`config.mk`:
```
export PLATFORM = sky130hd
export DESIGN_NAME = tv80Top
export DESIGN_NICKNAME = d
export VERILOG_FILES = /design/src/rtl/tv80Pkg.sv /design/src/rtl/tv80Alu.sv /design/src/rtl/tv80Fetch.sv /design/src/rtl/tv80FetchQueue.sv /design/src/rtl/tv80Execute.sv /design/src/rtl/tv80Top.sv
export VERILOG_INCLUDE_DIRS = /design/src /design/src/rtl
export SDC_FILE = /design/constraint.sdc
export NUM_CORES = 1
export LEC_CHECK = 0
export BUFFER_PORTS_ARGS = -buffer_cell sky130_fd_sc_hd__buf_2
export CELL_PAD_IN_SITES_DETAIL_PLACEMENT = 0
export CELL_PAD_IN_SITES_GLOBAL_PLACEMENT = 1
export CORE_MARGIN = 2
export CORE_UTILIZATION = 50
export DETAILED_ROUTE_END_ITERATION = 7
export HOLD_SLACK_MARGIN = 0.06
export PLACE_DENSITY_LB_ADDON = 0.1
export SYNTH_ARGS = -nofsm -noshare
export SYNTH_HDL_FRONTEND = slang
export SYNTH_SLANG_ARGS = --single-unit
```
`constraint.sdc`:
```
create_clock -name clk -period 5.5 [get_ports clk]
set_input_delay 1.1 -clock clk [delete_from_list [all_inputs] [get_ports clk]]
set_output_delay 1.1 -clock clk [all_outputs]
set_load 0.1 [all_outputs]
```
`src/rtl/tv80_defs.svh`:
```
//--------------------------------------------------------------------------
// Shared constants of the reduced TV80 core
//   Reset values of PC, accumulator and flags
//   Default prefetch queue depth
//   Opcodes and opcode groups of the kept instruction subset
//--------------------------------------------------------------------------

`ifndef TV80_DEFS_SVH
`define TV80_DEFS_SVH

`define RESET_PC       16'h0000
`define RESET_ACC      8'hFF
`define RESET_FLAGS    8'hFF   // S Z Y H X P/V N C all set

`define QUEUE_DEPTH    4

// Single opcodes
`define OP_NOP         8'h00
`define OP_HALT        8'h76
`define OP_LD_A_N      8'h3E
`define OP_CPL         8'h2F
`define OP_SCF         8'h37
`define OP_CCF         8'h3F
`define OP_JP          8'hC3
`define OP_ST_A        8'h32   // LD (nn),A
`define OP_LD_A_MEM    8'h3A   // LD A,(nn)

// Opcode groups, bits 5:3 select the ALU op or the condition
`define OP_GROUP_MASK  8'hC7
`define OP_ALU_N       8'hC6
`define OP_JP_CC       8'hC2

`endif

```
`src/rtl/tv80Pkg.sv`:
```
//--------------------------------------------------------------------------
// Types of the reduced TV80 core
//   Byte and address vectors, flag register layout
//   ALU operation and execute state enums
//   Wishbone request/response, queue entry and redirect structs
//--------------------------------------------------------------------------

package tv80Pkg;

  typedef logic [7:0]  dataByte;
  typedef logic [15:0] codeAddr;

  // Z80 flag register, bit 7 down to bit 0
  typedef struct packed {
    logic s;
    logic z;
    logic y;
    logic h;
    logic x;
    logic pv;
    logic n;
    logic c;
  } flagSet;

  // Encoding follows bits 5:3 of the immediate ALU opcodes
  typedef enum logic [2:0] {
    aluAdd, aluAdc, aluSub, aluSbc, aluAnd, aluXor, aluOr, aluCp
  } aluOp;

  typedef enum logic [2:0] {
    stOpcode, stImmediate, stAddrLow, stAddrHigh, stMemRead, stMemWrite, stHalted
  } execState;

  typedef struct packed {
    logic    cyc;
    logic    stb;
    logic    we;
    codeAddr adr;
    dataByte datOut;
  } wbReq;

  typedef struct packed {
    logic    ack;
    dataByte datIn;
  } wbRsp;

  typedef struct packed {
    dataByte data;
    codeAddr addr;     // PC of this byte
  } queueEntry;

  typedef struct packed {
    logic    valid;
    codeAddr target;
  } redirect;

endpackage

```
`src/rtl/tv80Alu.sv`:
```
//--------------------------------------------------------------------------
// 8-bit ALU for the immediate operations
//   ADD ADC SUB SBC AND XOR OR CP with Z80 flag rules
//--------------------------------------------------------------------------

module tv80Alu import tv80Pkg::*; (
  input  aluOp    op,
  input  dataByte operand,
  input  dataByte acc,
  input  flagSet  flagsIn,
  output dataByte result,
  output flagSet  flagsOut
);

  logic       isSub;
  logic       carryIn;
  logic [8:0] wide;     // Bit 8 is carry or borrow
  logic [4:0] nibble;   // Bit 4 is half carry or half borrow
  logic       overflow;
  dataByte    raw;

  always_comb
  begin
    isSub   = (op == aluSub) || (op == aluSbc) || (op == aluCp);
    carryIn = ((op == aluAdc) || (op == aluSbc)) ? flagsIn.c : 1'b0;

    if (isSub)
    begin
      wide     = {1'b0, acc} - {1'b0, operand} - 9'(carryIn);
      nibble   = {1'b0, acc[3:0]} - {1'b0, operand[3:0]} - 5'(carryIn);
      overflow = (acc[7] != operand[7]) && (wide[7] != acc[7]);
    end
    else
    begin
      wide     = {1'b0, acc} + {1'b0, operand} + 9'(carryIn);
      nibble   = {1'b0, acc[3:0]} + {1'b0, operand[3:0]} + 5'(carryIn);
      overflow = (acc[7] == operand[7]) && (wide[7] != acc[7]);
    end

    // Arithmetic defaults
    raw         = wide[7:0];
    flagsOut.h  = nibble[4];
    flagsOut.pv = overflow;
    flagsOut.n  = isSub;
    flagsOut.c  = wide[8];

    // Logic ops: parity in P/V, carry cleared
    case (op)
      aluAnd:
      begin
        raw         = acc & operand;
        flagsOut.h  = 1'b1;
        flagsOut.pv = ~^raw;
        flagsOut.c  = 1'b0;
      end
      aluXor:
      begin
        raw         = acc ^ operand;
        flagsOut.h  = 1'b0;
        flagsOut.pv = ~^raw;
        flagsOut.c  = 1'b0;
      end
      aluOr:
      begin
        raw         = acc | operand;
        flagsOut.h  = 1'b0;
        flagsOut.pv = ~^raw;
        flagsOut.c  = 1'b0;
      end
      default:
      begin
      end
    endcase

    flagsOut.s = raw[7];
    flagsOut.z = raw == 8'h00;
    // CP takes the undocumented bits from the operand
    flagsOut.y = (op == aluCp) ? operand[5] : raw[5];
    flagsOut.x = (op == aluCp) ? operand[3] : raw[3];

    result = (op == aluCp) ? acc : raw;   // Compare only sets flags
  end

endmodule

```
`src/rtl/tv80Fetch.sv`:
```
//--------------------------------------------------------------------------
// Instruction fetch unit
//   Wishbone classic master doing single-byte sequential reads
//   Pushes each returned byte with its address into the prefetch queue
//   Follows jump redirects, dropping a read that was already in flight
//--------------------------------------------------------------------------

`include "tv80_defs.svh"

module tv80Fetch import tv80Pkg::*; (
  input  logic      clk,
  input  logic      reset_n,
  output wbReq      instReq,
  input  wbRsp      instRsp,
  input  redirect   jump,
  input  logic      full,
  output logic      push,
  output queueEntry pushEntry
);

  codeAddr pc;        // Next address to read
  codeAddr reqAddr;   // Address of the outstanding read
  logic    busy;      // Read in progress, drives cyc/stb
  logic    discard;   // Outstanding read belongs to the old stream

  logic    readDone;
  logic    startRead;
  codeAddr issueAddr;

  assign readDone  = busy && instRsp.ack;
  // Queue is emptied by the redirect, so a jump may always start a read
  assign startRead = (!busy || readDone) && (!full || jump.valid);
  assign issueAddr = jump.valid ? jump.target : pc;

  always_ff @(posedge clk)
  begin
    if (!reset_n)
    begin
      busy    <= 1'b0;
      discard <= 1'b0;
      pc      <= `RESET_PC;
    end
    else
    begin
      if (startRead)
      begin
        busy <= 1'b1;
        pc   <= issueAddr + 16'd1;
      end
      else
      begin
        if (readDone)
          busy <= 1'b0;
        if (jump.valid)
          pc <= jump.target;  // Picked up once the old read ends
      end

      if (jump.valid && busy && !instRsp.ack)
        discard <= 1'b1;
      else if (readDone)
        discard <= 1'b0;
    end
  end

  always_ff @(posedge clk)
  begin
    if (startRead)
      reqAddr <= issueAddr;
  end

  assign instReq   = '{cyc: busy, stb: busy, we: 1'b0, adr: reqAddr, datOut: '0};
  assign push      = readDone && !discard && !jump.valid;
  assign pushEntry = '{data: instRsp.datIn, addr: reqAddr};

endmodule

```
`src/rtl/tv80FetchQueue.sv`:
```
//--------------------------------------------------------------------------
// Prefetch queue between fetch and execute
//   Circular buffer with read/write pointers and an entry count
//   Flush on a taken jump, full one entry early for the read in flight
//--------------------------------------------------------------------------

`include "tv80_defs.svh"

module tv80FetchQueue import tv80Pkg::*; #(
  parameter int Depth = `QUEUE_DEPTH   // Power of two, 2 or more
) (
  input  logic      clk,
  input  logic      reset_n,
  input  logic      push,
  input  queueEntry pushEntry,
  input  logic      flush,
  output logic      full,
  output logic      valid,
  input  logic      pop,
  output queueEntry headEntry
);

  localparam int PtrW = $clog2(Depth);

  queueEntry         store [Depth];
  logic [PtrW-1:0]   wrPtr;
  logic [PtrW-1:0]   rdPtr;
  logic [PtrW:0]     count;

  logic doPush;
  logic doPop;

  assign doPush = push && !flush;
  assign doPop  = pop && valid && !flush;

  always_ff @(posedge clk)
  begin
    if (!reset_n)
    begin
      wrPtr <= '0;
      rdPtr <= '0;
      count <= '0;
    end
    else if (flush)
    begin
      rdPtr <= wrPtr;   // Drop everything still queued
      count <= '0;
    end
    else
    begin
      if (doPush)
        wrPtr <= wrPtr + 1'b1;
      if (doPop)
        rdPtr <= rdPtr + 1'b1;
      count <= count + (PtrW+1)'(doPush) - (PtrW+1)'(doPop);
    end
  end

  always_ff @(posedge clk)
  begin
    if (doPush)
      store[wrPtr] <= pushEntry;
  end

  assign valid     = count != '0;
  assign full      = count >= (PtrW+1)'(Depth - 1);
  assign headEntry = store[rdPtr];

endmodule

```
`src/rtl/tv80Execute.sv`:
```
//--------------------------------------------------------------------------
// Execute unit
//   Decode FSM consuming one queue byte per cycle
//   Accumulator, flags, CPL/SCF/CCF and immediate ALU ops
//   JP / JP cc redirect, LD (nn),A and LD A,(nn) on the data Wishbone port
//--------------------------------------------------------------------------

`include "tv80_defs.svh"

module tv80Execute import tv80Pkg::*; (
  input  logic      clk,
  input  logic      reset_n,
  input  logic      valid,
  output logic      pop,
  input  queueEntry headEntry,
  output redirect   jump,
  output wbReq      dataReq,
  input  wbRsp      dataRsp,
  output logic      halted
);

  execState state;
  dataByte  acc;
  flagSet   flags;
  dataByte  opcode;    // Opcode of the instruction in progress
  codeAddr  operand;   // nn, low byte first

  dataByte  aluResult;
  flagSet   aluFlags;

  logic headAluN;
  logic headNeedsAddr;
  logic condFlag;
  logic takeJump;
  logic memBusy;

  tv80Alu alu (
    .op       (aluOp'(opcode[5:3])),
    .operand  (headEntry.data),
    .acc      (acc),
    .flagsIn  (flags),
    .result   (aluResult),
    .flagsOut (aluFlags)
  );

  // Decode of the byte at the queue head
  assign headAluN      = (headEntry.data & `OP_GROUP_MASK) == `OP_ALU_N;
  assign headNeedsAddr = (headEntry.data == `OP_JP) ||
                         ((headEntry.data & `OP_GROUP_MASK) == `OP_JP_CC) ||
                         (headEntry.data == `OP_ST_A) ||
                         (headEntry.data == `OP_LD_A_MEM);

  // Condition code: NZ Z NC C PO PE P M
  always_comb
  begin
    case (opcode[5:4])
      2'b00:   condFlag = flags.z;
      2'b01:   condFlag = flags.c;
      2'b10:   condFlag = flags.pv;
      default: condFlag = flags.s;
    endcase
  end

  assign takeJump = (state == stAddrHigh) && valid &&
                    ((opcode == `OP_JP) ||
                     (((opcode & `OP_GROUP_MASK) == `OP_JP_CC) && (condFlag == opcode[3])));

  assign pop     = valid && (state inside {stOpcode, stImmediate, stAddrLow, stAddrHigh});
  assign jump    = '{valid: takeJump, target: {headEntry.data, operand[7:0]}};
  assign memBusy = (state == stMemRead) || (state == stMemWrite);
  assign dataReq = '{cyc: memBusy, stb: memBusy, we: state == stMemWrite,
                     adr: operand, datOut: acc};
  assign halted  = state == stHalted;

  //------------------------------------------------------------------------
  // Main FSM
  //------------------------------------------------------------------------
  always_ff @(posedge clk)
  begin
    if (!reset_n)
    begin
      state <= stOpcode;
      acc   <= `RESET_ACC;
      flags <= `RESET_FLAGS;
    end
    else
    begin
      case (state)
        stOpcode:
          if (valid)
          begin
            if (headEntry.data == `OP_HALT)
              state <= stHalted;
            else if ((headEntry.data == `OP_LD_A_N) || headAluN)
              state <= stImmediate;
            else if (headNeedsAddr)
              state <= stAddrLow;
            else if (headEntry.data == `OP_CPL)
            begin
              acc     <= ~acc;
              flags.y <= ~acc[5];
              flags.h <= 1'b1;
              flags.x <= ~acc[3];
              flags.n <= 1'b1;
            end
            else if ((headEntry.data == `OP_SCF) || (headEntry.data == `OP_CCF))
            begin
              // SCF sets C, CCF inverts it and moves the old C into H
              flags.c <= (headEntry.data == `OP_SCF) ? 1'b1 : ~flags.c;
              flags.h <= (headEntry.data == `OP_SCF) ? 1'b0 : flags.c;
              flags.y <= acc[5];
              flags.x <= acc[3];
              flags.n <= 1'b0;
            end
          end                      // Anything else runs as NOP
        stImmediate:
          if (valid)
          begin
            state <= stOpcode;
            if (opcode == `OP_LD_A_N)
              acc <= headEntry.data;
            else
            begin
              acc   <= aluResult;
              flags <= aluFlags;
            end
          end
        stAddrLow:
          if (valid)
            state <= stAddrHigh;
        stAddrHigh:
          if (valid)
          begin
            if (opcode == `OP_ST_A)
              state <= stMemWrite;
            else if (opcode == `OP_LD_A_MEM)
              state <= stMemRead;
            else
              state <= stOpcode;   // Taken or not, the jump ends here
          end
        stMemRead:
          if (dataRsp.ack)
          begin
            acc   <= dataRsp.datIn;
            state <= stOpcode;
          end
        stMemWrite:
          if (dataRsp.ack)
            state <= stOpcode;
        stHalted:
          state <= stHalted;       // Left only through reset
        default:
          state <= stOpcode;
      endcase
    end
  end

  // Instruction bytes held across states
  always_ff @(posedge clk)
  begin
    if (pop && (state == stOpcode))
      opcode <= headEntry.data;
    if (pop && (state == stAddrLow))
      operand[7:0] <= headEntry.data;
    if (pop && (state == stAddrHigh))
      operand[15:8] <= headEntry.data;
  end

endmodule

```
`src/rtl/tv80Top.sv`:
```
//--------------------------------------------------------------------------
// Top level of the reduced TV80 core
//   Fetch unit, prefetch queue and execute unit
//   Separate Wishbone classic instruction and data ports
//--------------------------------------------------------------------------

module tv80Top import tv80Pkg::*; (
  input  logic clk,
  input  logic reset_n,
  output wbReq instReq,
  input  wbRsp instRsp,
  output wbReq dataReq,
  input  wbRsp dataRsp,
  output logic halted
);

  logic      push;
  queueEntry pushEntry;
  logic      full;
  logic      valid;
  logic      pop;
  queueEntry headEntry;
  redirect   jump;

  tv80Fetch fetch (
    .clk       (clk),
    .reset_n   (reset_n),
    .instReq   (instReq),
    .instRsp   (instRsp),
    .jump      (jump),
    .full      (full),
    .push      (push),
    .pushEntry (pushEntry)
  );

  tv80FetchQueue queue (
    .clk       (clk),
    .reset_n   (reset_n),
    .push      (push),
    .pushEntry (pushEntry),
    .flush     (jump.valid),   // Taken jump empties the queue
    .full      (full),
    .valid     (valid),
    .pop       (pop),
    .headEntry (headEntry)
  );

  tv80Execute execute (
    .clk       (clk),
    .reset_n   (reset_n),
    .valid     (valid),
    .pop       (pop),
    .headEntry (headEntry),
    .jump      (jump),
    .dataReq   (dataReq),
    .dataRsp   (dataRsp),
    .halted    (halted)
  );

endmodule

```
* Yosys cells after proc, flatten, opt, wreduce, memory -nomap -nowiden
Memory sizes are Yosys's and may differ from the RTL's. A register that Yosys moved wholly into a read port is not among the register bits.
Index checks and enable logic that the tools add are counted.
** Word-level totals
- Output and inout bits :: 55
- Memories :: 1
- Memory bits (writable) :: 96
- Bits of input ports :: 20
- Bits in latches :: 0
- Memory bits (read-only) :: 0
- Flip-flop bits (word level) :: 80
** Memories
- queue.store :: words 4, bits a word 24, rd ports 1, clocked after memory_dff 1, wr ports 1, RTL line tv80FetchQueue.sv:25 : queueEntry store [Depth];
** Cells by class
- Equality and inequality tests :: 50
- Order comparisons :: 1
- Multipliers :: 0
- Add/subtract/negate cells :: 9
- Shift operators :: 0
- Div/mod/pow operators :: 0
- Reductions and logical operators :: 56
- Multiplexer cells :: 49
- Bitwise gates (word level) :: 8
** Operator list (number)
- 8-bit by 6-bit == test with 1-bit output (second input constant) :: 9
- 8-bit two-way mux :: 9
- 8-bit case mux with 3 select lines :: 2
- 16-bit two-way mux :: 2
- 3-bit two-way mux :: 10
- 8-bit XNOR reduction :: 3
- 3-bit == test (second input constant) :: 7
- 1-bit logical AND :: 18
- 3-bit case mux with 6 select lines :: 1
- 9-bit AND reduction :: 2
- 16-bit by 1-bit adder with 16-bit output (second input constant) :: 1
- 8-bit == test (second input constant) :: 2
- 1-bit two-way mux :: 16
- 2-bit != test (second input constant) :: 8
- 5-bit == test (second input constant) :: 3
- 3-bit by 2-bit == test with 1-bit output (second input constant) :: 4
- 1-bit logical OR :: 12
- 2-bit two-way mux :: 5
- 2-bit by 1-bit != test with 1-bit output (second input constant) :: 5
- 8-bit by 8-bit adder with 9-bit output :: 1
- 9-bit by 1-bit adder with 9-bit output :: 1
- 9-bit two-way mux :: 1
- 8-bit by 8-bit subtractor with 9-bit output :: 1
- 9-bit by 1-bit subtractor with 9-bit output :: 1
- other kinds (31) :: 49

* Depth between registers and ports, before layout
Gate-level depths: netlist of the first run.
- Depth in word-level cells :: 12
- Depth in mapped cells :: 14

* Hierarchy
From an unflattened synthesis of the first run, not the netlist that was laid out.
** Unflattened totals
- Cells, all modules :: 827
- Area, all modules :: 10163.5 um^2
** By module, submodules not included
- tv80FetchQueue :: times used 1, seq. area each 3062.9 um^2, area an instance 3982.6 um^2, cells an instance 177
- tv80Execute :: times used 1, seq. area each 1101.1 um^2, area an instance 2334.7 um^2, cells an instance 227
- tv80Fetch :: times used 1, seq. area each 840.8 um^2, area an instance 2044.5 um^2, cells an instance 191
- tv80Alu :: times used 1, seq. area each 0.0 um^2, area an instance 1801.7 um^2, cells an instance 232

* Worst setup path before layout of the first run
No wires, ideal clock.
- Path type :: flip-flop to flip-flop
- Start point :: register with a tool-made name
- End point :: register execute.acc[6]
- Clock period less this slack :: 3.564 ns
- Stages on the path, launching flop included :: 12
- Path slack :: 1.936 ns
- Data arrival time :: 3.430 ns
- Path through :: dfxtp_1 buf_4 mux4_2 fa_1 fa_1 a221o_1 a221oi_1 xor2_1 a22o_1 a21oi_1 a2111oi_0 a31oi_1
** RTL lines
- to (signal assigned) :: RTL line tv80Execute.sv:83 : acc <= `RESET_ACC;
- to (signal assigned) :: RTL line tv80Execute.sv:100 : acc <= ~acc;
- to (signal assigned) :: RTL line tv80Execute.sv:121 : acc <= headEntry.data;
- to (decl) :: RTL line tv80Execute.sv:23 : dataByte acc;

==> results of run 1 <==
-- power by group --
| part | internal [W] | switching [W] |
|---|---|---|
| logic | 0.000799 | 0.00174 |
| clock network | 0.000620 | 0.000427 |
| registers | 0.00112 | 0.000170 |
| total | 0.00254 | 0.00234 |
-- area by class of cell --
cell class / instances / share of cell area [%]
Tap cell: 180 / 2.83
Timing Repair Buffer: 70 / 4.56
Clock inverter: 12 / 1.24
Inverter: 54 / 2.55
Sequential cell: 114 / 37.7
Clock buffer: 20 / 5.88
Multi-Input combinational cell: 476 / 45.2
-- per-stage QoR --
| step | instances | util [%] | area [um2] |
|---|---|---|---|
| floorplan | 684 | - | 7040 |
| global placement | 894 | 53.7 | 7390 |
| detailed placement | 894 | 53.7 | 7390 |
| CTS | 926 | 57.8 | 7960 |
| global route | 926 | 57.8 | 7960 |
| finish | 926 | 57.8 | 7960 |
-- cells by family (layout without fill, tap and decap cells) --
logic type / after synthesis / after routing / share of synthesized area (%)
and+or+nand+nor: 204 / 204 / 15.3
AOI/OAI and AO/OA: 137 / 137 / 14.1
DFF: 114 / 114 / 42.8
buffers and inverters: 94 / 156 / 6.27
adders and majority gates: 46 / 46 / 8.75
muxes: 44 / 44 / 8.21
xor gates and xnor gates: 36 / 36 / 4.50
other: 1 / 9 / 0.0535
-- routing by layer --
| layer | up-vias | wire length [um] |
|---|---|---|
| met5 | - | 0 |
| met4 | 0 | 376 |
| met3 | 33 | 1080 |
| met2 | 202 | 8640 |
| met1 | 2621 | 8630 |
| li1 | 2605 | - |
-- path summary, 6_finish.rpt --
| path | startpoint | to | slack [ns] | cells after the start |
|---|---|---|---|---|
| max | register | execute.acc[6] | 1.23 | 10 |
| min | execute.flags[7] | execute.flags[7] | 0.51 | 2 |
| min reg2reg | execute.flags[7] | execute.flags[7] | 0.51 | 2 |
| max reg2reg | register | execute.acc[6] | 1.23 | 10 |
-- critical path, cell delays in order (launching register included) --
cell and delay (ns):
dfxtp_1 0.64, mux4_2 0.73, fa_1 0.48, fa_1 0.49
a221o_1 0.37, a221oi_1 0.50, xor2_1 0.19, a22o_1 0.16
a21oi_1 0.06, a2111oi_0 0.46, a31oi_1 0.06
-- layout by cell type, fill, tap and decap left out, types with 6 or more instances in the layout --
master / n
a21oi_1: 27
ha_1: 41
mux4_2: 9
a211oi_1: 9
dfxtp_1: 42
and3_1: 8
nand3_1: 17
nor2b_1: 6
buf_2: 65
xnor2_1: 30
nor4_1: 6
nor3b_1: 7
conb_1: 9
nand4_1: 7
mux2i_1: 20
mux2_2: 12
nor2_1: 41
inv_1: 48
clkbuf_16: 18
a31oi_1: 9
and2_1: 11
nor3_1: 22
edfxtp_1: 72
o21ai_0: 14
o22ai_1: 6
o211ai_1: 8
nand2b_1: 11
xor2_1: 6
o21ai_1: 6
nand2_1: 46
a21o_1: 6
-- sequential cells by signal, indices dropped and copies added (netlist names), named ones only --
name and flops:
execute.flags 4, queue.rdPtr 2, queue.wrPtr 2, execute.opcode 8
fetch.pc 16, fetch.busy 1, fetch.discard 1, execute.acc 8
queue.store 32, fetch.reqAddr 16, execute.operand 16, execute.state 3
queue.count 3
==> impl_metrics.yaml, run 1 <==
grt:
  grt-busiest-layer: "met2"
  grt_pass1_wl_um: 29100
  grt_usage_pct: 26.0
  grt_pass1_vias: 5166
  groute.layer.met1.usage_pct: 37.0
  grtUsageMet3_pct: 4.97
  grt_use_met2_pct: 39.9
  grt_antenna_before_repair: 0
  grt-ovfl-total: 0
  grt_max_degree: 21
timing:
  final_max_slew_viol_count: 0
  skew_ns: 0.0146
  relSlewSlack_pct: 29.3
  fin_crit_sh_pct: 77.7
  fin_setup_tns_ns: 0
  fmax_mhz: 234
  min_period_ns: 4.27
  holdWs_ns: 0.507
  rsz0062_at_grt: "no"
  worst_pin_slew_ns: 1.06
  finalWorstSetupSlack_ns: 1.23
  hold_violations: 0
  finalSetupViolations: 0
synthesis:
  synth_seq_cells: 114
  avgSynthCellArea_um2: 10.4
  ys_types: 79
  syn_area_mm2: 0.00701
  seq_area_frac_synth_pct: 42.8
  yosys.area.top_type: "edfxtp_1"
  async_flop_share_pct: 0
  ys.flop_type: "edfxtp_1"
  synth_area_leaders: "edfxtp_1 31%, dfxtp_1 12%, ha_1 7.3%, xnor2_1 3.7%, mux4_2 2.9%"
  syn_inst: 676
  yosysWarningCount: 0
  synth_top_area_share_pct: 30.9
  yosys.cell_count.top_type: "edfxtp_1"
  synth_enable_flop_cells: 72
  synth_commonest_cells: "72 x edfxtp_1, 48 x inv_1, 46 x nand2_1, 42 x dfxtp_1"
finish:
  fin_nets: 799
  diodes: 0
  seqCellArea_mm2: 0.00300
  drive_gt1_share_pct: 18.9
  n_fill_cell: 1238
  multi_input_area_mm2: 0.00360
  syn2layout_area_growth_pct: 13.6
clock_network:
  cts.sinks: 114
  clock_latency_ns: 0.42
  htreeDepth: 4
  cts_buffer_depth: 2
  cts_buffers: 17
  path_clk_slew_ns: 0.06
  cts_tree: "done"
  cts-root-buf: "clkbuf_16"
  ctsResizeCount: 0
  postCtsSetupBuffers: 0
  cts_hold_buf: 0
floorplanning:
  die_area_mm2: 0.0150
  design.core.area_mm2: 0.0138
  initial_core_util_pct: 50.9
  io_pins: 75
  die_w_um: 122
  die_height_um: 122
  num_rows: 43
detailed_routing:
  vias_per_cell: 5.90
  routed-via-count: 5461
  drt_iter0_drc: 446
  ant_nets: 0
  firstDrtPassIters: 4
  remaining_drc_errors: 0
  wl_per_cell_um: 20.2
  wl_um: 18700
hold_path:
  min_path_type: "reg2reg"
power:
  power.density_mw_per_mm2: 613
  ir_worst_vdd_mv: 0.361
  power_leakage_nw: 3.19
  totalPowerFinal_w: 0.00488
worst_setup_path:
  arrival_ns: 4.56
  cp_max_fo: 11
  cp-start-kind: "register"
  cp.required_ns: 5.79
  path_class: "reg2reg"
  crit_path_end_kind: "register"
job:
  drv_cap: 0
placed_design:
  port_buffers: 65
  place_congestion: 0.959
  dpl.hpwl_um: 13300
  pre_cts_ws_ns: 1.27
run_status:
  run_status: "complete, no violations"
Note: power is estimated with default switching activity, not from simulation.
==> run 2, diff against run 1 <==
--- a/config.mk
+++ b/config.mk
@@ -6,11 +6,12 @@
 export SDC_FILE = /design/constraint.sdc
 export NUM_CORES = 1
 export LEC_CHECK = 0
+export ABC_AREA = 1
 export BUFFER_PORTS_ARGS = -buffer_cell sky130_fd_sc_hd__buf_2
 export CELL_PAD_IN_SITES_DETAIL_PLACEMENT = 0
 export CELL_PAD_IN_SITES_GLOBAL_PLACEMENT = 1
 export CORE_MARGIN = 2
-export CORE_UTILIZATION = 50
+export CORE_UTILIZATION = 40
 export DETAILED_ROUTE_END_ITERATION = 7
 export HOLD_SLACK_MARGIN = 0.06
 export PLACE_DENSITY_LB_ADDON = 0.1
==> constraint.sdc (replaced) <==
create_clock -name clk -period 3.6 [get_ports clk]
set_input_delay 0.72 -clock clk [delete_from_list [all_inputs] [get_ports clk]]
set_output_delay 0.72 -clock clk [all_outputs]
set_load 0.1 [all_outputs]
==> run 2 against run 1 <==
  * Total power grew 72%
  * Clock power grew 59%
  * Highest routed layer unchanged
  * First-iteration DRC count shrank 15%
  * Synthesized area grew 0.91%
  * Largest power group unchanged
  * Via count grew 11%
  * Sequential power grew 50%
  * Register-to-register slack lost 0.85 ns
  * Synthesized cell count grew 28%
  * Count of clock-buffer cells in the layout shrank 3
  * Flip-flop and latch count is the same
==> impl_metrics.yaml, run 2 <==
grt:
  grt-busiest-layer: "met2"
  groute.layer.met1.usage_pct: 31.6
  grt_use_met2_pct: 34.7
  grt_pass1_wl_um: 31300
  grt_pass1_vias: 5655
  grt_usage_pct: 22.4
  grt_antenna_before_repair: 1
  grt_max_degree: 27
  grtUsageMet3_pct: 4.19
  grt-ovfl-total: 0
finish:
  drive_gt1_share_pct: 17.3
  syn2layout_area_growth_pct: 16.4
  regMostFlops: "queue.store"
  diodes: 0
  largest_reg_flops: 32
  n_fill_cell: 1680
  mostFrequentLayoutCells: "191 x nand2_1, 114 x inv_1, 79 x nor2_1"
  fin_nets: 1017
  layout_commonest_cell: "nand2_1"
run_status:
  run_status: "complete, no violations"
floorplanning:
  num_rows: 48
  io_pins: 75
  die_area_mm2: 0.0188
  die_w_um: 137
  design.core.area_mm2: 0.0173
  die_height_um: 137
  initial_core_util_pct: 40.9
synthesis:
  yosys.area.top_type: "edfxtp_1"
  synth_commonest_cells: "191 x nand2_1, 114 x inv_1, 79 x nor2_1, 72 x edfxtp_1, 62 x nand3_1"
  yosys.area_share.simple_pct: 25.9
  synth_mux_area_share_pct: 0
  yosysWarningCount: 0
  synthAdderAreaFrac_pct: 8.67
  yosys.cell_count.top_type: "nand2_1"
  synth_compound_area_share_pct: 10.6
  synth_xor_area_share_pct: 2.72
  syn_inst: 866
  ys_types: 48
  avgSynthCellArea_um2: 8.17
  async_flop_share_pct: 0
  synth_top_family_by_area: "simple AND/OR/NAND/NOR gates"
  ys.flop_type: "edfxtp_1"
  synth_top_area_share_pct: 30.6
  synth_enable_flop_cells: 72
  synth_seq_cells: 114
  synth_area_leaders: "edfxtp_1 31%, dfxtp_1 12%, nand2_1 10%, ha_1 7.3%, inv_1 6.1%"
  seq_area_frac_synth_pct: 42.5
  syn_area_mm2: 0.00707
timing:
  skew_ns: 0.0107
  holdWs_ns: 0.476
  fin_setup_tns_ns: 0
  relSlewSlack_pct: 40.7
  hold_violations: 0
  final_max_slew_viol_count: 0
  rsz0062_at_grt: "no"
  fmax_mhz: 311
  min_period_ns: 3.22
  worst_pin_slew_ns: 0.886
  finalSetupViolations: 0
  fin_crit_sh_pct: 89.4
power:
  switching_share_pct: 51.0
  pwr-share-clk_pct: 20.0
  power_switching_w: 0.00427
  power.density_mw_per_mm2: 1020
  power_frac_comb_pct: 56.9
  seq_power_share_pct: 23.1
  p_int_w: 0.00410
  power_leakage_nw: 3.67
  ir_worst_vdd_mv: 0.566
clock_network:
  cts.sinks: 114
  clock_latency_ns: 0.43
  cts_buffer_depth: 2
  postCtsSetupBuffers: 0
  htreeDepth: 4
  cts_tree: "done"
  path_clk_slew_ns: 0.06
  cts_hold_buf: 0
  cts-root-buf: "clkbuf_16"
  cts_buffers: 17
worst_setup_path:
  cp-start-kind: "register"
  path_class: "reg2reg"
  crit_path_end_kind: "register"
  critical_path.cell_chain: "nor3_1, inv_1, fa_1, inv_1, fa_1, inv_1, o21ai_0, nand2_1, nand2_1, nand2_1, nand2_1, nand2_1, nor2_1, nor3_1, nand3b_1, nand2_1, nor2_1, o21ai_0, nand2_1"
  arrival_ns: 3.54
  cp_num_buf_inv: 3
  cp.required_ns: 3.92
  cp_max_fo: 7
  cp_slowest_cell: "edfxtp_1"
  critPathMaxStageDelay_ns: 0.52
  path_delay_family: "simple AND/OR/NAND/NOR gates"
  path_common_cell: "nand2_1"
detailed_routing:
  firstDrtPassIters: 5
  wl_per_cell_um: 17.0
  drt_iter0_drc: 381
  ant_nets: 0
  remaining_drc_errors: 0
  wl_um: 20200
  routed-via-count: 6055
  vias_per_cell: 5.09
placed_design:
  port_buffers: 65
  dpl.hpwl_um: 15400
  place_congestion: 0.918
job:
  drv_cap: 0
hold_path:
  min_path_type: "reg2reg"
## run 2: kinds of logic after synthesis
| logic type | after synthesis |
|---|---|
| XOR/XNOR | 22 |
| buffers and inverters | 148 |
| adder cells (fa/ha/maj) | 46 |
| AND/OR/NAND/NOR | 405 |
| other | 1 |
| flip-flops | 114 |
| AO/OA/AOI/OAI | 130 |
## run 2: layout make-up
type / count / area [um2] / share of cell area, %
Clock buffer: 17 / 425 / 5.17
Multi-Input combinational cell: 612 / 3420 / 41.6
Inverter: 119 / 449 / 5.46
Tap cell: 225 / 282 / 3.42
Clock inverter: 15 / 159 / 1.93
Sequential cell: 114 / 3000 / 36.5
Timing Repair Buffer: 87 / 490 / 5.96
## run 2: power by group through the flow
stage	Combinational (W)	Sequential (W)	Clock (W)
final	0.00477	0.00194	0.00167
after global routing	0.00521	0.00197	0.00175
after CTS	0.00473	0.00194	0.00170
after detailed placement	0.00470	0.00196	0
after global placement	0.00466	0.00195	0
after floorplan	0.00272	0.00267	0
## run 2: metrics by stage
step                std cells  util (%)  power (W)  setup slack [ns]  cell area (um2)
finish                   1189      47.6    0.00838             0.381             8230
floorplan                 874         -    0.00539             0.538             7100
global route             1189      47.6    0.00893            0.0491             8230
CTS                      1189      47.6    0.00836             0.370             8230
global placement         1157      44.2    0.00661             0.431             7650
detailed placement       1157      44.2    0.00666             0.379             7650
## run 2: metal layers
| layer | wire length [um] | share of wire, % |
|---|---|---|
| met1 | 9760 | 48 |
| met3 | 994 | 4.9 |
| met2 | 9060 | 45 |
| met4 | 367 | 1.8 |
| met5 | 0 | 0 |
## run 2: final timing paths
path / slack, ns / to / depth (start not counted) / from
min: 0.48 / execute.flags[2] / 2 / execute.flags[2]
max: 0.38 / execute.acc[6] / 19 / execute.opcode[5]
max reg2reg: 0.38 / execute.acc[6] / 19 / execute.opcode[5]
min reg2reg: 0.48 / execute.flags[2] / 2 / execute.flags[2]
## run 2: repair_timing
item | in CTS | in global routing
endpoints found under the hold margin | 0 | 0
endpoints found under the setup margin | 0 | 2
gates resized for setup | 0 | 1
## run 2: worst reg2reg max path: cells and delay by family, from the launching register on
kind	cells	cell delay, ns
DFF	1	0.52
buffers and inverters	3	0.27
AOI/OAI and AO/OA	2	0.40
and+or+nand+nor	12	1.29
adders and majority gates	2	0.62
==> run 3, diff against run 2 <==
--- a/config.mk
+++ b/config.mk
@@ -11,7 +11,8 @@
 export CELL_PAD_IN_SITES_DETAIL_PLACEMENT = 0
 export CELL_PAD_IN_SITES_GLOBAL_PLACEMENT = 1
 export CORE_MARGIN = 2
-export CORE_UTILIZATION = 40
+export CORE_UTILIZATION = 42
+export CTS_BUF_LIST = sky130_fd_sc_hd__clkbuf_2
 export DETAILED_ROUTE_END_ITERATION = 7
 export HOLD_SLACK_MARGIN = 0.06
 export PLACE_DENSITY_LB_ADDON = 0.1
==> run 3 against run 2 <==
  * Highest routed layer unchanged
  * Clock power down 47%
  * Via count about the same
  * Critical endpoint is now execute.acc[5]
  * Worst setup slack better by 0.037 ns
  * Sequential share of layout area up 1.6 points
  * Flip-flop and latch count unchanged
  * Utilization up 0.12 points
  * Routed wire length down 1.6%
  * Combinational power down 1%
  * Total power down 10%
  * First-iteration DRC count up 38%
  * Worst hold slack worse by 0.26 ns
  * Clock skew up 0.022 ns
==> impl_metrics.yaml, run 3 (synthesis results as in run 2) <==
timing:
  hold_violations: 0
  min_period_ns: 3.18
  fin_crit_sh_pct: 88.4
  fin_setup_tns_ns: 0
  skew_ns: 0.0323
  rsz0062_at_grt: "no"
  fmax_mhz: 314
  worst_pin_slew_ns: 0.964
  final_max_slew_viol_count: 0
  relSlewSlack_pct: 35.5
  finalSetupViolations: 0
detailed_routing:
  dr_wl_met2_um: 9030
  drt_iter0_drc: 525
  remaining_drc_errors: 0
  wl_met1_um: 9230
  wl_per_cell_um: 16.8
  firstDrtPassIters: 5
  ant_nets: 0
  routed-via-count: 6060
  wl_um: 19900
  routed-wl-met3_um: 1270
  vias_per_cell: 5.11
  top_layer: "met4"
floorplanning:
  initial_core_util_pct: 42.8
  die_w_um: 134
  num_rows: 47
  die_area_mm2: 0.0179
  design.core.area_mm2: 0.0165
  io_pins: 75
  die_height_um: 134
clock_network:
  cts_buffers: 17
  cts_tree: "done"
  cts.sinks: 114
  cts-root-buf: "clkbuf_2"
  cts_hold_buf: 0
  path_clk_slew_ns: 0.21
  postCtsSetupBuffers: 0
  htreeDepth: 4
  cts_buffer_depth: 2
  clock_latency_ns: 0.72
worst_setup_path:
  cp_num_buf_inv: 3
  cp_slowest_cell: "fa_1"
  crit_path_end_kind: "register"
  critical_path.cell_chain: "inv_1, nand3_1, nand2_1, inv_1, fa_1, inv_1, ha_1, o21ai_0, nand2_1, a21oi_1, xor2_1, a21oi_1, a21oi_1, o21ai_0, o211ai_1, nand2_1"
  cp.required_ns: 4.24
  critPathMaxStageDelay_ns: 0.52
  r2r_end: "execute.acc[5]"
  reg2regPathDepth: 16
  cp_max_fo: 9
  ff2ff_setup_slack_ns: 0.42
  path_delay_family: "compound AO/OA/AOI/OAI gates"
  path_class: "reg2reg"
  cp-start-kind: "register"
  arrival_ns: 3.83
power:
  switching_share_pct: 55.0
  pwr-share-clk_pct: 11.8
  power_switching_w: 0.00414
  seq_power_share_pct: 25.5
  power_leakage_nw: 3.52
  ir_worst_vdd_mv: 0.408
  power.density_mw_per_mm2: 953
  p_int_w: 0.00338
  power_frac_comb_pct: 62.7
placed_design:
  place_congestion: 0.938
  dpl.hpwl_um: 15400
  dpl_cell_area_mm2: 0.00764
  port_buffers: 65
  dpl.cell_count: 1152
job:
  drv_cap: 0
grt:
  grt_usage_pct: 23.2
  grt_antenna_before_repair: 1
  grt_pass1_vias: 5752
  grt_pass1_wl_um: 31500
  grt-ovfl-total: 0
  grt_max_degree: 21
finish:
  fin_cells: 1185
  final_area_mm2: 0.00789
  fin_nets: 1017
  drive_gt1_share_pct: 17.2
  regMostFlops: "queue.store"
  syn2layout_area_growth_pct: 11.5
  layout_commonest_cell: "nand2_1"
  mostFrequentLayoutCells: "191 x nand2_1, 114 x inv_1, 79 x nor2_1"
  largest_reg_flops: 32
  n_fill_cell: 1659
hold_path:
  worst_hold_path.endpoint: "queue.store[1][17]"
  hold-path-cell-count: 1
  hp-start: "instRsp[1]"
  min_path_type: "in2reg"
run_status:
  run_status: "complete, no violations"
-- run 3: cell types whose count changed in the layout (fill, tap and decap cells not counted), sizes merged --
cell	previous run	this run
clkinv	7	6
diode	0	1
inv	121	122
-- run 3: repair_timing --
action                                  4_1_cts  5_1_grt
endpoints found under the setup margin        0        1
hold endpoints to repair                      0        0
gates resized for setup                       0        1
-- run 3: per-stage QoR --
step | utilization (%) | setup slack (ns) | hold WS, ns | total power (W)
2_1_floorplan | - | 0.538 | 0.441 | 0.00539
3_3_place_gp | 46.2 | 0.512 | 0.467 | 0.00658
3_5_place_dp | 46.2 | 0.465 | 0.468 | 0.00660
4_1_cts | 47.7 | 0.392 | 0.159 | 0.00750
5_1_grt | 47.7 | 0.0810 | 0.130 | 0.00810
6_report | 47.7 | 0.418 | 0.216 | 0.00752
-- run 3: worst reg2reg max path: stages (launching register included) --
cell and delay (ns):
dfxtp_1 0.43, inv_1 0.24, nand3_1 0.12, nand2_1 0.23
inv_1 0.11, fa_1 0.52, inv_1 0.06, ha_1 0.17
o21ai_0 0.16, nand2_1 0.17, a21oi_1 0.20, xor2_1 0.17
a21oi_1 0.08, a21oi_1 0.19, o21ai_0 0.11, o211ai_1 0.12
nand2_1 0.06
-- run 3: worst max-delay path by stage --
stage	to	cells past startpoint
floorplan	execute.acc[7]	15
global placement	execute.flags[2]	18
detailed placement	execute.acc[7]	18
CTS	execute.acc[7]	18
global route	execute.acc[7]	17
finish	execute.acc[5]	16
-- run 3: per-layer routing --
| metal | vias up | GRT usage, % |
|---|---|---|
| li1 | 3026 | - |
| met1 | 2823 | 32.2 |
| met2 | 190 | 36.3 |
| met3 | 21 | 5.48 |
| met4 | 0 | 6.32 |
| met5 | - | 0 |
-- run 3: power groups by stage --
stage	Sequential, W	Combinational (W)	Clock, W
CTS	0.00192	0.00467	0.000913
global route	0.00196	0.00518	0.000969
detailed placement	0.00195	0.00465	0
finish	0.00192	0.00471	0.000887
floorplan	0.00267	0.00272	0
global placement	0.00193	0.00464	0
-- run 3: area by class of cell --
type / count / area (um2) / share of cell area [%]
inverter: 119 / 449 / 5.70
clock inverter: 15 / 155 / 1.97
tap: 220 / 275 / 3.49
antenna: 1 / 2.50 / 0.0317
sequential: 114 / 3000 / 38.1
multi-input combinational: 612 / 3420 / 43.4
timing repair buffer: 87 / 490 / 6.22
clock buffer: 17 / 85.1 / 1.08
